[config.mk]
export PLATFORM = sky130hd
export DESIGN_NAME = uart_dbg_top
export DESIGN_NICKNAME = d
export VERILOG_FILES = /design/src/hdl/uart_dbg_pkg.sv /design/src/hdl/uart_rx.sv /design/src/hdl/uart_tx.sv /design/src/hdl/dbg_mem.sv /design/src/hdl/uart_dbg_engine.sv /design/src/hdl/uart_dbg_top.sv
export VERILOG_INCLUDE_DIRS = /design/src /design/src/hdl
export SDC_FILE = /design/constraint.sdc
export NUM_CORES = 2
export LEC_CHECK = 0
export ABC_CLOCK_PERIOD_IN_PS = 4900
export CAP_MARGIN = 0
export CORE_ASPECT_RATIO = 0.9
export CORE_MARGIN = 2
export CORE_UTILIZATION = 45
export DETAILED_ROUTE_END_ITERATION = 8
export DONT_BUFFER_PORTS = 1
export SETUP_SLACK_MARGIN = 0.02
export SLEW_MARGIN = 20
export SYNTH_ARGS = -nofsm -noshare
export SYNTH_HDL_FRONTEND = slang
export SYNTH_SLANG_ARGS = --single-unit
[constraint.sdc]
create_clock -name clk -period 4.9 [get_ports clk]
set_clock_uncertainty 0.2 [all_clocks]
set_input_delay 0.98 -clock clk [delete_from_list [all_inputs] [get_ports clk]]
set_output_delay 0.98 -clock clk [all_outputs]
set_load 0.1 [all_outputs]
[src/hdl/uart_dbg_defs.svh]
`ifndef UART_DBG_DEFS_SVH
`define UART_DBG_DEFS_SVH

// Serial bit period in clock cycles
`define UART_CLKS_PER_BIT 16

// Host command codes
`define DBG_CMD_READ  8'h11
`define DBG_CMD_WRITE 8'h12
`define DBG_CMD_EXEC  8'h13

// Target reply codes
`define DBG_ACK 8'h06
`define DBG_EOT 8'h04
`define DBG_EOC 8'h14

// Debug memory index width, 256 bytes
`define DBG_MEM_AW 8

`endif

[src/hdl/uart_dbg_pkg.sv]
`default_nettype none

package uart_dbg_pkg;

  typedef logic [7:0]  byte_t;
  typedef logic [63:0] addr_t;
  typedef logic [31:0] code_t;

  // Engine states
  typedef enum logic [2:0] {
    ST_IDLE,
    ST_ADDR,
    ST_LEN,
    ST_ACK,
    ST_RD_DATA,
    ST_WR_DATA,
    ST_EOT,
    ST_EOC
  } dbg_state_e;

endpackage

`default_nettype wire

[src/hdl/uart_rx.sv]
`timescale 1ns/1ns
`default_nettype none

`include "uart_dbg_defs.svh"

module uart_rx (
  input  logic                clk,
  input  logic                rst_n_i,
  input  logic                rx_i,
  output uart_dbg_pkg::byte_t rx_data_o,
  output logic                rx_valid_o
);

  localparam int unsigned CPB = `UART_CLKS_PER_BIT;
  localparam int unsigned CW  = $clog2(CPB);

  logic [1:0]          sync_q;
  logic                busy_q;
  logic [CW-1:0]       clk_cnt_q;
  // 0 is start, 1 to 8 are data, 9 is stop
  logic [3:0]          bit_cnt_q;
  uart_dbg_pkg::byte_t shift_q;
  logic                sample;

  // Middle of the current bit
  assign sample = busy_q && (clk_cnt_q == '0);

  always_ff @(posedge clk or negedge rst_n_i) begin
    if (!rst_n_i) begin
      sync_q     <= 2'b11;
      busy_q     <= 1'b0;
      clk_cnt_q  <= '0;
      bit_cnt_q  <= '0;
      rx_valid_o <= 1'b0;
    end else begin
      sync_q     <= {sync_q[0], rx_i};
      rx_valid_o <= 1'b0;
      if (!busy_q) begin
        // Falling edge of the start bit
        if (!sync_q[1]) begin
          busy_q    <= 1'b1;
          clk_cnt_q <= CW'(CPB / 2 - 1);
          bit_cnt_q <= '0;
        end
      end else if (!sample) begin
        clk_cnt_q <= clk_cnt_q - 1'b1;
      end else begin
        clk_cnt_q <= CW'(CPB - 1);
        bit_cnt_q <= bit_cnt_q + 4'd1;
        if (bit_cnt_q == 4'd0 && sync_q[1]) begin
          // Glitch, not a real start bit
          busy_q <= 1'b0;
        end else if (bit_cnt_q == 4'd9) begin
          busy_q     <= 1'b0;
          // Frame with a low stop bit is dropped
          rx_valid_o <= sync_q[1];
        end
      end
    end
  end

  // Data bits arrive LSB first
  always_ff @(posedge clk) begin
    if (sample && bit_cnt_q >= 4'd1 && bit_cnt_q <= 4'd8) begin
      shift_q <= {sync_q[1], shift_q[7:1]};
    end
  end

  assign rx_data_o = shift_q;

endmodule

`default_nettype wire

[src/hdl/uart_tx.sv]
`timescale 1ns/1ns
`default_nettype none

`include "uart_dbg_defs.svh"

module uart_tx (
  input  logic                clk,
  input  logic                rst_n_i,
  input  uart_dbg_pkg::byte_t tx_data_i,
  input  logic                tx_start_i,
  output logic                tx_o,
  output logic                tx_busy_o
);

  localparam int unsigned CPB = `UART_CLKS_PER_BIT;
  localparam int unsigned CW  = $clog2(CPB);

  // Stop, data LSB first, start; bit 0 drives the line
  logic [9:0]    frame_q;
  logic [CW-1:0] clk_cnt_q;
  logic [3:0]    bit_cnt_q;
  logic          busy_q;

  always_ff @(posedge clk or negedge rst_n_i) begin
    if (!rst_n_i) begin
      frame_q   <= '1;
      clk_cnt_q <= '0;
      bit_cnt_q <= '0;
      busy_q    <= 1'b0;
    end else if (!busy_q) begin
      if (tx_start_i) begin
        frame_q   <= {1'b1, tx_data_i, 1'b0};
        clk_cnt_q <= CW'(CPB - 1);
        bit_cnt_q <= '0;
        busy_q    <= 1'b1;
      end
    end else if (clk_cnt_q != '0) begin
      clk_cnt_q <= clk_cnt_q - 1'b1;
    end else begin
      // Next bit, idle ones fill in behind
      clk_cnt_q <= CW'(CPB - 1);
      frame_q   <= {1'b1, frame_q[9:1]};
      if (bit_cnt_q == 4'd9) begin
        busy_q <= 1'b0;
      end else begin
        bit_cnt_q <= bit_cnt_q + 4'd1;
      end
    end
  end

  assign tx_o      = frame_q[0];
  assign tx_busy_o = busy_q;

endmodule

`default_nettype wire

[src/hdl/dbg_mem.sv]
`timescale 1ns/1ns
`default_nettype none

`include "uart_dbg_defs.svh"

module dbg_mem (
  input  logic                   clk,
  input  logic [`DBG_MEM_AW-1:0] addr_i,
  input  logic                   we_i,
  input  uart_dbg_pkg::byte_t    wdata_i,
  output uart_dbg_pkg::byte_t    rdata_o
);

  localparam int unsigned DEPTH = 2 ** `DBG_MEM_AW;

  uart_dbg_pkg::byte_t mem_q [DEPTH];

  // Read returns the old contents on a write to the same index
  always_ff @(posedge clk) begin
    if (we_i) begin
      mem_q[addr_i] <= wdata_i;
    end
    rdata_o <= mem_q[addr_i];
  end

endmodule

`default_nettype wire

[src/hdl/uart_dbg_engine.sv]
`timescale 1ns/1ns
`default_nettype none

`include "uart_dbg_defs.svh"

module uart_dbg_engine (
  input  logic                   clk,
  input  logic                   rst_n_i,
  input  uart_dbg_pkg::byte_t    rx_data_i,
  input  logic                   rx_valid_i,
  output uart_dbg_pkg::byte_t    tx_data_o,
  output logic                   tx_start_o,
  input  logic                   tx_busy_i,
  output logic [`DBG_MEM_AW-1:0] mem_addr_o,
  output logic                   mem_we_o,
  output uart_dbg_pkg::byte_t    mem_wdata_o,
  input  uart_dbg_pkg::byte_t    mem_rdata_i,
  output logic                   exec_o,
  output uart_dbg_pkg::addr_t    exec_addr_o,
  input  logic                   eoc_i,
  input  uart_dbg_pkg::code_t    exit_code_i
);

  uart_dbg_pkg::dbg_state_e state_q;
  uart_dbg_pkg::byte_t      cmd_q;
  uart_dbg_pkg::addr_t      addr_q;
  uart_dbg_pkg::addr_t      len_q;
  uart_dbg_pkg::addr_t      cnt_q;
  uart_dbg_pkg::code_t      code_q;
  uart_dbg_pkg::byte_t      tx_data_q;
  uart_dbg_pkg::byte_t      tx_byte;
  logic                     tx_start_q;
  logic                     exec_q;
  logic                     eoc_pend_q;
  logic                     rd_ready_q;
  logic                     tx_free;
  logic                     tx_fire;
  logic                     field_done;
  logic                     data_last;
  logic [1:0]               code_sel;

  // A strobe issued last cycle is not yet visible on busy
  assign tx_free    = !tx_busy_i && !tx_start_q;
  assign field_done = (cnt_q == uart_dbg_pkg::addr_t'(7));
  assign data_last  = (cnt_q + 64'd1 == len_q);
  assign code_sel   = cnt_q[1:0] - 2'd1;

  //////////////////////////////////////////////////////////////////////
  // Reply byte selection
  //////////////////////////////////////////////////////////////////////

  always_comb begin
    tx_fire = 1'b0;
    tx_byte = `DBG_ACK;
    case (state_q)
      uart_dbg_pkg::ST_ACK: begin
        tx_fire = tx_free;
      end
      uart_dbg_pkg::ST_RD_DATA: begin
        tx_fire = tx_free && rd_ready_q;
        tx_byte = mem_rdata_i;
      end
      uart_dbg_pkg::ST_EOT: begin
        tx_fire = tx_free;
        tx_byte = `DBG_EOT;
      end
      uart_dbg_pkg::ST_EOC: begin
        tx_fire = tx_free;
        // Code byte then the exit code, LSB first
        tx_byte = (cnt_q == '0) ? `DBG_EOC : code_q[8*code_sel +: 8];
      end
      default: begin
        tx_fire = 1'b0;
      end
    endcase
  end

  //////////////////////////////////////////////////////////////////////
  // Protocol FSM
  //////////////////////////////////////////////////////////////////////

  always_ff @(posedge clk or negedge rst_n_i) begin
    if (!rst_n_i) begin
      state_q    <= uart_dbg_pkg::ST_IDLE;
      cmd_q      <= '0;
      cnt_q      <= '0;
      eoc_pend_q <= 1'b0;
      rd_ready_q <= 1'b0;
      tx_start_q <= 1'b0;
      exec_q     <= 1'b0;
    end else begin
      tx_start_q <= tx_fire;
      exec_q     <= 1'b0;
      case (state_q)
        uart_dbg_pkg::ST_IDLE: begin
          cnt_q <= '0;
          if (rx_valid_i) begin
            cmd_q <= rx_data_i;
            if (rx_data_i == `DBG_CMD_READ || rx_data_i == `DBG_CMD_WRITE ||
                rx_data_i == `DBG_CMD_EXEC) begin
              state_q <= uart_dbg_pkg::ST_ADDR;
            end else if (rx_data_i == `DBG_ACK) begin
              state_q <= uart_dbg_pkg::ST_ACK;
            end
          end else if (eoc_pend_q) begin
            eoc_pend_q <= 1'b0;
            state_q    <= uart_dbg_pkg::ST_EOC;
          end
        end
        uart_dbg_pkg::ST_ADDR: begin
          if (rx_valid_i) begin
            cnt_q <= cnt_q + 64'd1;
            if (field_done) begin
              cnt_q   <= '0;
              state_q <= (cmd_q == `DBG_CMD_EXEC) ? uart_dbg_pkg::ST_ACK
                                                  : uart_dbg_pkg::ST_LEN;
            end
          end
        end
        uart_dbg_pkg::ST_LEN: begin
          if (rx_valid_i) begin
            cnt_q <= cnt_q + 64'd1;
            if (field_done) begin
              cnt_q   <= '0;
              state_q <= uart_dbg_pkg::ST_ACK;
            end
          end
        end
        uart_dbg_pkg::ST_ACK: begin
          rd_ready_q <= 1'b0;
          if (tx_fire) begin
            // Entry strobe lines up with the ACK start
            exec_q <= (cmd_q == `DBG_CMD_EXEC);
            if (cmd_q == `DBG_CMD_READ) begin
              state_q <= (len_q == '0) ? uart_dbg_pkg::ST_EOT : uart_dbg_pkg::ST_RD_DATA;
            end else if (cmd_q == `DBG_CMD_WRITE) begin
              state_q <= (len_q == '0) ? uart_dbg_pkg::ST_EOT : uart_dbg_pkg::ST_WR_DATA;
            end else begin
              state_q <= uart_dbg_pkg::ST_IDLE;
            end
          end
        end
        uart_dbg_pkg::ST_RD_DATA: begin
          if (!rd_ready_q) begin
            // Memory read latency
            rd_ready_q <= 1'b1;
          end else if (tx_fire) begin
            rd_ready_q <= 1'b0;
            cnt_q      <= cnt_q + 64'd1;
            if (data_last) begin
              state_q <= uart_dbg_pkg::ST_EOT;
            end
          end
        end
        uart_dbg_pkg::ST_WR_DATA: begin
          if (rx_valid_i) begin
            cnt_q <= cnt_q + 64'd1;
            if (data_last) begin
              state_q <= uart_dbg_pkg::ST_EOT;
            end
          end
        end
        uart_dbg_pkg::ST_EOT: begin
          if (tx_fire) begin
            state_q <= uart_dbg_pkg::ST_IDLE;
          end
        end
        uart_dbg_pkg::ST_EOC: begin
          if (tx_fire) begin
            cnt_q <= cnt_q + 64'd1;
            if (cnt_q == uart_dbg_pkg::addr_t'(4)) begin
              cnt_q   <= '0;
              state_q <= uart_dbg_pkg::ST_IDLE;
            end
          end
        end
        default: begin
          state_q <= uart_dbg_pkg::ST_IDLE;
        end
      endcase
      // New request wins over the clear in idle
      if (eoc_i) begin
        eoc_pend_q <= 1'b1;
      end
    end
  end

  // Fields shift in LSB first
  always_ff @(posedge clk) begin
    if (tx_fire) begin
      tx_data_q <= tx_byte;
    end
    if (rx_valid_i && state_q == uart_dbg_pkg::ST_ADDR) begin
      addr_q <= {rx_data_i, addr_q[63:8]};
    end
    if (rx_valid_i && state_q == uart_dbg_pkg::ST_LEN) begin
      len_q <= {rx_data_i, len_q[63:8]};
    end
    if (eoc_i) begin
      code_q <= exit_code_i;
    end
  end

  // Memory index wraps modulo the memory size
  assign mem_addr_o  = addr_q[`DBG_MEM_AW-1:0] + cnt_q[`DBG_MEM_AW-1:0];
  assign mem_we_o    = rx_valid_i && (state_q == uart_dbg_pkg::ST_WR_DATA);
  assign mem_wdata_o = rx_data_i;

  assign tx_data_o   = tx_data_q;
  assign tx_start_o  = tx_start_q;
  assign exec_o      = exec_q;
  assign exec_addr_o = addr_q;

endmodule

`default_nettype wire

[src/hdl/uart_dbg_top.sv]
`timescale 1ns/1ns
`default_nettype none

`include "uart_dbg_defs.svh"

module uart_dbg_top (
  input  logic                clk,
  input  logic                rst_n_i,
  input  logic                uart_rx_i,
  output logic                uart_tx_o,
  output logic                exec_o,
  output uart_dbg_pkg::addr_t exec_addr_o,
  input  logic                eoc_i,
  input  uart_dbg_pkg::code_t exit_code_i
);

  uart_dbg_pkg::byte_t    rx_data;
  logic                   rx_valid;
  uart_dbg_pkg::byte_t    tx_data;
  logic                   tx_start;
  logic                   tx_busy;
  logic [`DBG_MEM_AW-1:0] mem_addr;
  logic                   mem_we;
  uart_dbg_pkg::byte_t    mem_wdata;
  uart_dbg_pkg::byte_t    mem_rdata;

  //////////////////////////////////////////////////////////////////////
  // Serial line
  //////////////////////////////////////////////////////////////////////

  uart_rx i_uart_rx (
    .clk        ( clk       ),
    .rst_n_i    ( rst_n_i   ),
    .rx_i       ( uart_rx_i ),
    .rx_data_o  ( rx_data   ),
    .rx_valid_o ( rx_valid  )
  );

  uart_tx i_uart_tx (
    .clk        ( clk       ),
    .rst_n_i    ( rst_n_i   ),
    .tx_data_i  ( tx_data   ),
    .tx_start_i ( tx_start  ),
    .tx_o       ( uart_tx_o ),
    .tx_busy_o  ( tx_busy   )
  );

  //////////////////////////////////////////////////////////////////////
  // Debug server and its memory
  //////////////////////////////////////////////////////////////////////

  uart_dbg_engine i_engine (
    .clk         ( clk         ),
    .rst_n_i     ( rst_n_i     ),
    .rx_data_i   ( rx_data     ),
    .rx_valid_i  ( rx_valid    ),
    .tx_data_o   ( tx_data     ),
    .tx_start_o  ( tx_start    ),
    .tx_busy_i   ( tx_busy     ),
    .mem_addr_o  ( mem_addr    ),
    .mem_we_o    ( mem_we      ),
    .mem_wdata_o ( mem_wdata   ),
    .mem_rdata_i ( mem_rdata   ),
    .exec_o      ( exec_o      ),
    .exec_addr_o ( exec_addr_o ),
    .eoc_i       ( eoc_i       ),
    .exit_code_i ( exit_code_i )
  );

  dbg_mem i_mem (
    .clk     ( clk       ),
    .addr_i  ( mem_addr  ),
    .we_i    ( mem_we    ),
    .wdata_i ( mem_wdata ),
    .rdata_o ( mem_rdata )
  );

endmodule

`default_nettype wire

==> summary.md <==
| Metric | Value |
|---|---|
| Synth Flop Type | `edfxtp_1` |
| Power per Cell Area | `approximately 370 nW/um^2` |
| Mapped cell area | `around 93000 sq um` |
| Worst setup path category | `reg2reg` |
| Antenna violation net count after detailed routing | `0` |
| Asr flop ratio synth | `0.0466` |
| Total gr overflow | `0` |
| P&R area growth vs syn | `15.2%` |
| Crit-path max FO | `70` |
| Final Instance Area | `between 100000 and 150000 sq um` |
| H-tree Lvls | `4` |
| Bufs and invs on worst path | `3` |
| Dpl cells | `7502` |
| Largest net degree at the start of global routing | `slightly above 200` |
| CTS tree | `built` |
| Final worst-path cycle share | `0.964` |
| Max Fclk | `between 200 and 250 MHz` |
| Pre-antenna DRT Iters | `5` |
| First-pass GRT wire length | `337 mm` |
| Die width | `approximately 480 um` |
| WHS Endpoint | `i_uart_rx.sync_q[1]` |
| HP Class | `reg2reg` |
| Post-synthesis average cell area | `between 20 and 25 sq um` |
| CP top delay family | `multiplexers` |
| Core area | `just over 200000 sq um` |
| Final nets | `slightly above 5000` |
| Synth area leaders | `edfxtp_1 (71%), mux4_2 (16%), dfrtp_1 (2.6%)` |
| Post-synth EDFFs | `~2200` |
| WL final | `between 200 and 250 mm` |
| Worst hold-check slack | `between 0.15 and 0.2 ns` |
| Clock Sink Count | `approximately 2300` |
| Worst setup SP type | `flop` |
| Slew @ Worst Pin | `between 1 and 1.5 ns` |
| R2r startpoint | `i_engine.exec_addr_o[0]` |
| Yosys top cell by area | `edfxtp_1` |
| FF-to-FF End | `i_mem.rdata_o[6]` |
| Layout cells sized above 1 | `0.285` |
| Worst EP arrival | `5.26 ns` |
| Initial antenna violation count | `2` |
| CP cell instances | `ha_4 -> fa_4 -> buf_12 -> buf_4 -> mux4_2 -> mux4_2 -> mux2i_2 -> a21oi_1 -> mux2i_1 -> buf_4 -> mux2i_1` |
| Final setup viols | `0` |
| Hold path start | `i_uart_rx.sync_q[0]` |
| Req. time, crit path | `~5.4 ns` |
| CP max stage cell | `fa_4` |
| Iter 0 DRT Violations | `5370` |
| Peak supply drop | `between 0.0003 and 0.0004 V` |
| Worst r2r path cells | `11` |
| Initial Util | `0.453` |
| RSZ-0062 raised after global routing | `yes` |
| Via-to-Cell Ratio | `5.94` |
| Clk Latency, worst-skew pair | `roughly 0.86 ns` |
| #FFs+latches synth | `~2300` |
| Non-Filler Instances | `7975` |
| DP Wirelength | `between 100 and 150 mm` |
| Crit path capture type | `flop` |
| DRC viols | `0` |
| Final Hold Vio Count | `0` |
| Leakage dissipation | `between 30 and 40 nW` |
| CTS max path bufs | `3` |
| Yosys top cell area share | `0.715` |
| Setup TNS | `0 ns` |
| Synth top cells by count | `edfxtp_1 (2224), mux4_2 (648), nor2_1 (344), clkbuf_1 (172)` |
| Crit path largest cell delay | `~0.9 ns` |
| Final critical delay including setup and external delays | `around 4.7 ns` |
| Post-synth cell types | `73` |
| Max Cap Viol | `0` |
| Syn Nets | `4663` |
| Worst Hold Path Cells | `0` |
| Wire per inst | `28.9 um` |
| Vias post-DR | `between 40000 and 50000` |
| Top-count cell post-synth | `edfxtp_1` |
| Height of the chip | `~440 um` |
| Area after DPL | `99700 sq um` |
| Clock slew at reported path FFs | `~0.060 ns` |
| PortBufs | `0` |
| Die area | `around 210000 sq um` |
| Vias in the first global route | `47100` |
| Final GP Congestion | `approximately 0.89` |
| # IOs | `102` |
| Clk root buf | `clkbuf_16` |
| GRT Util Overall | `0.218` |
| Row cnt | `158` |
| Status | `finished, final reports clean` |
| CTS buffer count | `230` |
| Rel. slew slack | `0.219` |
| Sequential cell area fraction in the yosys report | `0.746` |
| Synth Instances | `4609` |
| Max-slew violation count | `0` |
| Flop2flop setup slack | `around 0.18 ns` |
| Synth warn | `0` |
## how the worst max path moves through the flow
| stage | from | end | slack (ns) | cells past startpoint |
|---|---|---|---|---|
| 6_report | i_engine.exec_addr_o[0] | i_mem.rdata_o[6] | 0.18 | 11 |
| 5_1_grt | i_engine.cnt_q[1] | i_mem.mem_q[0][7] | -0.04 | 11 |
| 4_1_cts | i_engine.exec_addr_o[0] | i_mem.rdata_o[6] | 0.15 | 11 |
| 3_5_place_dp | i_engine.exec_addr_o[0] | i_mem.rdata_o[6] | 0.17 | 11 |
| 3_3_place_gp | i_engine.exec_addr_o[0] | i_mem.rdata_o[0] | 0.21 | 10 |
| 2_1_floorplan | i_uart_rx.rx_data_o[2] | i_engine.state_q[1] | -0.12 | 8 |
## placed cells by master (no fill, tap or decap), types with 9 or more instances in the layout
cell,synthesis,layout
a211oi_1,34,34
o41ai_1,12,12
nor4_1,54,54
nor2_1,344,342
clkbuf_1,172,54
and3_1,12,12
xor2_1,33,31
dlygate4sd3_1,0,34
dfrtp_1,98,98
nand2_2,1,17
buf_4,8,421
buf_12,0,37
o31ai_1,47,47
and2_1,9,9
nand3_1,59,59
clkbuf_16,0,231
bufinv_16,0,24
nand2b_1,22,22
ha_1,17,16
mux2i_1,65,64
inv_1,28,28
nor2b_1,58,58
clkinv_1,0,66
and4_1,12,12
xnor2_1,82,78
clkinv_2,0,42
mux2_2,9,9
edfxtp_1,2224,2224
a21oi_1,76,76
nand2_1,86,70
mux4_2,648,648
nor3_1,33,33
o21ai_0,98,95
nand4_1,47,47
dfstp_2,11,11
## stage by stage
stage,util,setup slack [ns],total power (W)
floorplan,-,-0.124,0.0228
global placement,0.484,0.210,0.0230
detailed placement,0.484,0.165,0.0230
CTS,0.522,0.151,0.0405
global route,0.522,-0.0411,0.0413
finish,0.522,0.178,0.0401
## worst register-to-register path, delay by kind of cell (launching register included)
kind / cells / cell delay [ns]
multiplexers: 5 / 1.67
adder cells (fa/ha/maj): 2 / 1.09
buffers and inverters: 3 / 1.00
flip-flops: 1 / 0.43
AO/OA/AOI/OAI: 1 / 0.22
## area by class of cell
| type | count | area [sq um] |
|---|---|---|
| fillers | 16000 | 98600 |
| clock buffers | 285 | 5980 |
| multi-input cells | 1956 | 22600 |
| flip-flops and latches | 2341 | 69700 |
| repair buffers | 494 | 4300 |
| clock inverters | 150 | 1520 |
| diodes | 1 | 2.50 |
| well taps | 2720 | 3400 |
| inverters | 28 | 105 |
## logic make-up after synthesis
group           share of synthesized area
fa+ha+maj                         0.00249
simple gates                       0.0417
xor+xnor                           0.0108
flops                               0.746
compound gates                     0.0213
mux                                 0.164
buf+inv                            0.0137
## registers in the layout, summed over array words and instances (netlist names), 8 cells and up
register              cells
i_engine.len_q           64
i_uart_rx.rx_data_o       8
i_engine.code_q          32
i_engine.cmd_q            8
i_mem.mem_q            2048
i_engine.exec_addr_o     64
i_engine.tx_data_o        8
i_engine.cnt_q           64
i_mem.rdata_o             8
i_uart_tx.frame_q         9
## metal layers
layer / global-route usage / vias to the layer above / routed length [um]
li1: - / 19900 / -
met1: 0.320 / 25400 / 99700
met2: 0.340 / 1687 / 109000
met3: 0.0423 / 293 / 16900
met4: 0.0480 / 0 / 4500
met5: 0 / - / 0
## power breakdown
part / internal (W) / leakage [nW] / switching (W)
Combinational: 0.000114 / 9.31 / 0.000445
Sequential: 0.0220 / 21.5 / 0.0000440
Clock: 0.00995 / 3.66 / 0.00757
## timing repair
item                       in CTS  in global routing
hold endpoints to repair      175                  0
buffers inserted                0                  0
resized for setup               0                  1
setup endpoints to repair       0                 37
hold buffers                   36                  0
(Power assumes the default switching activity.)
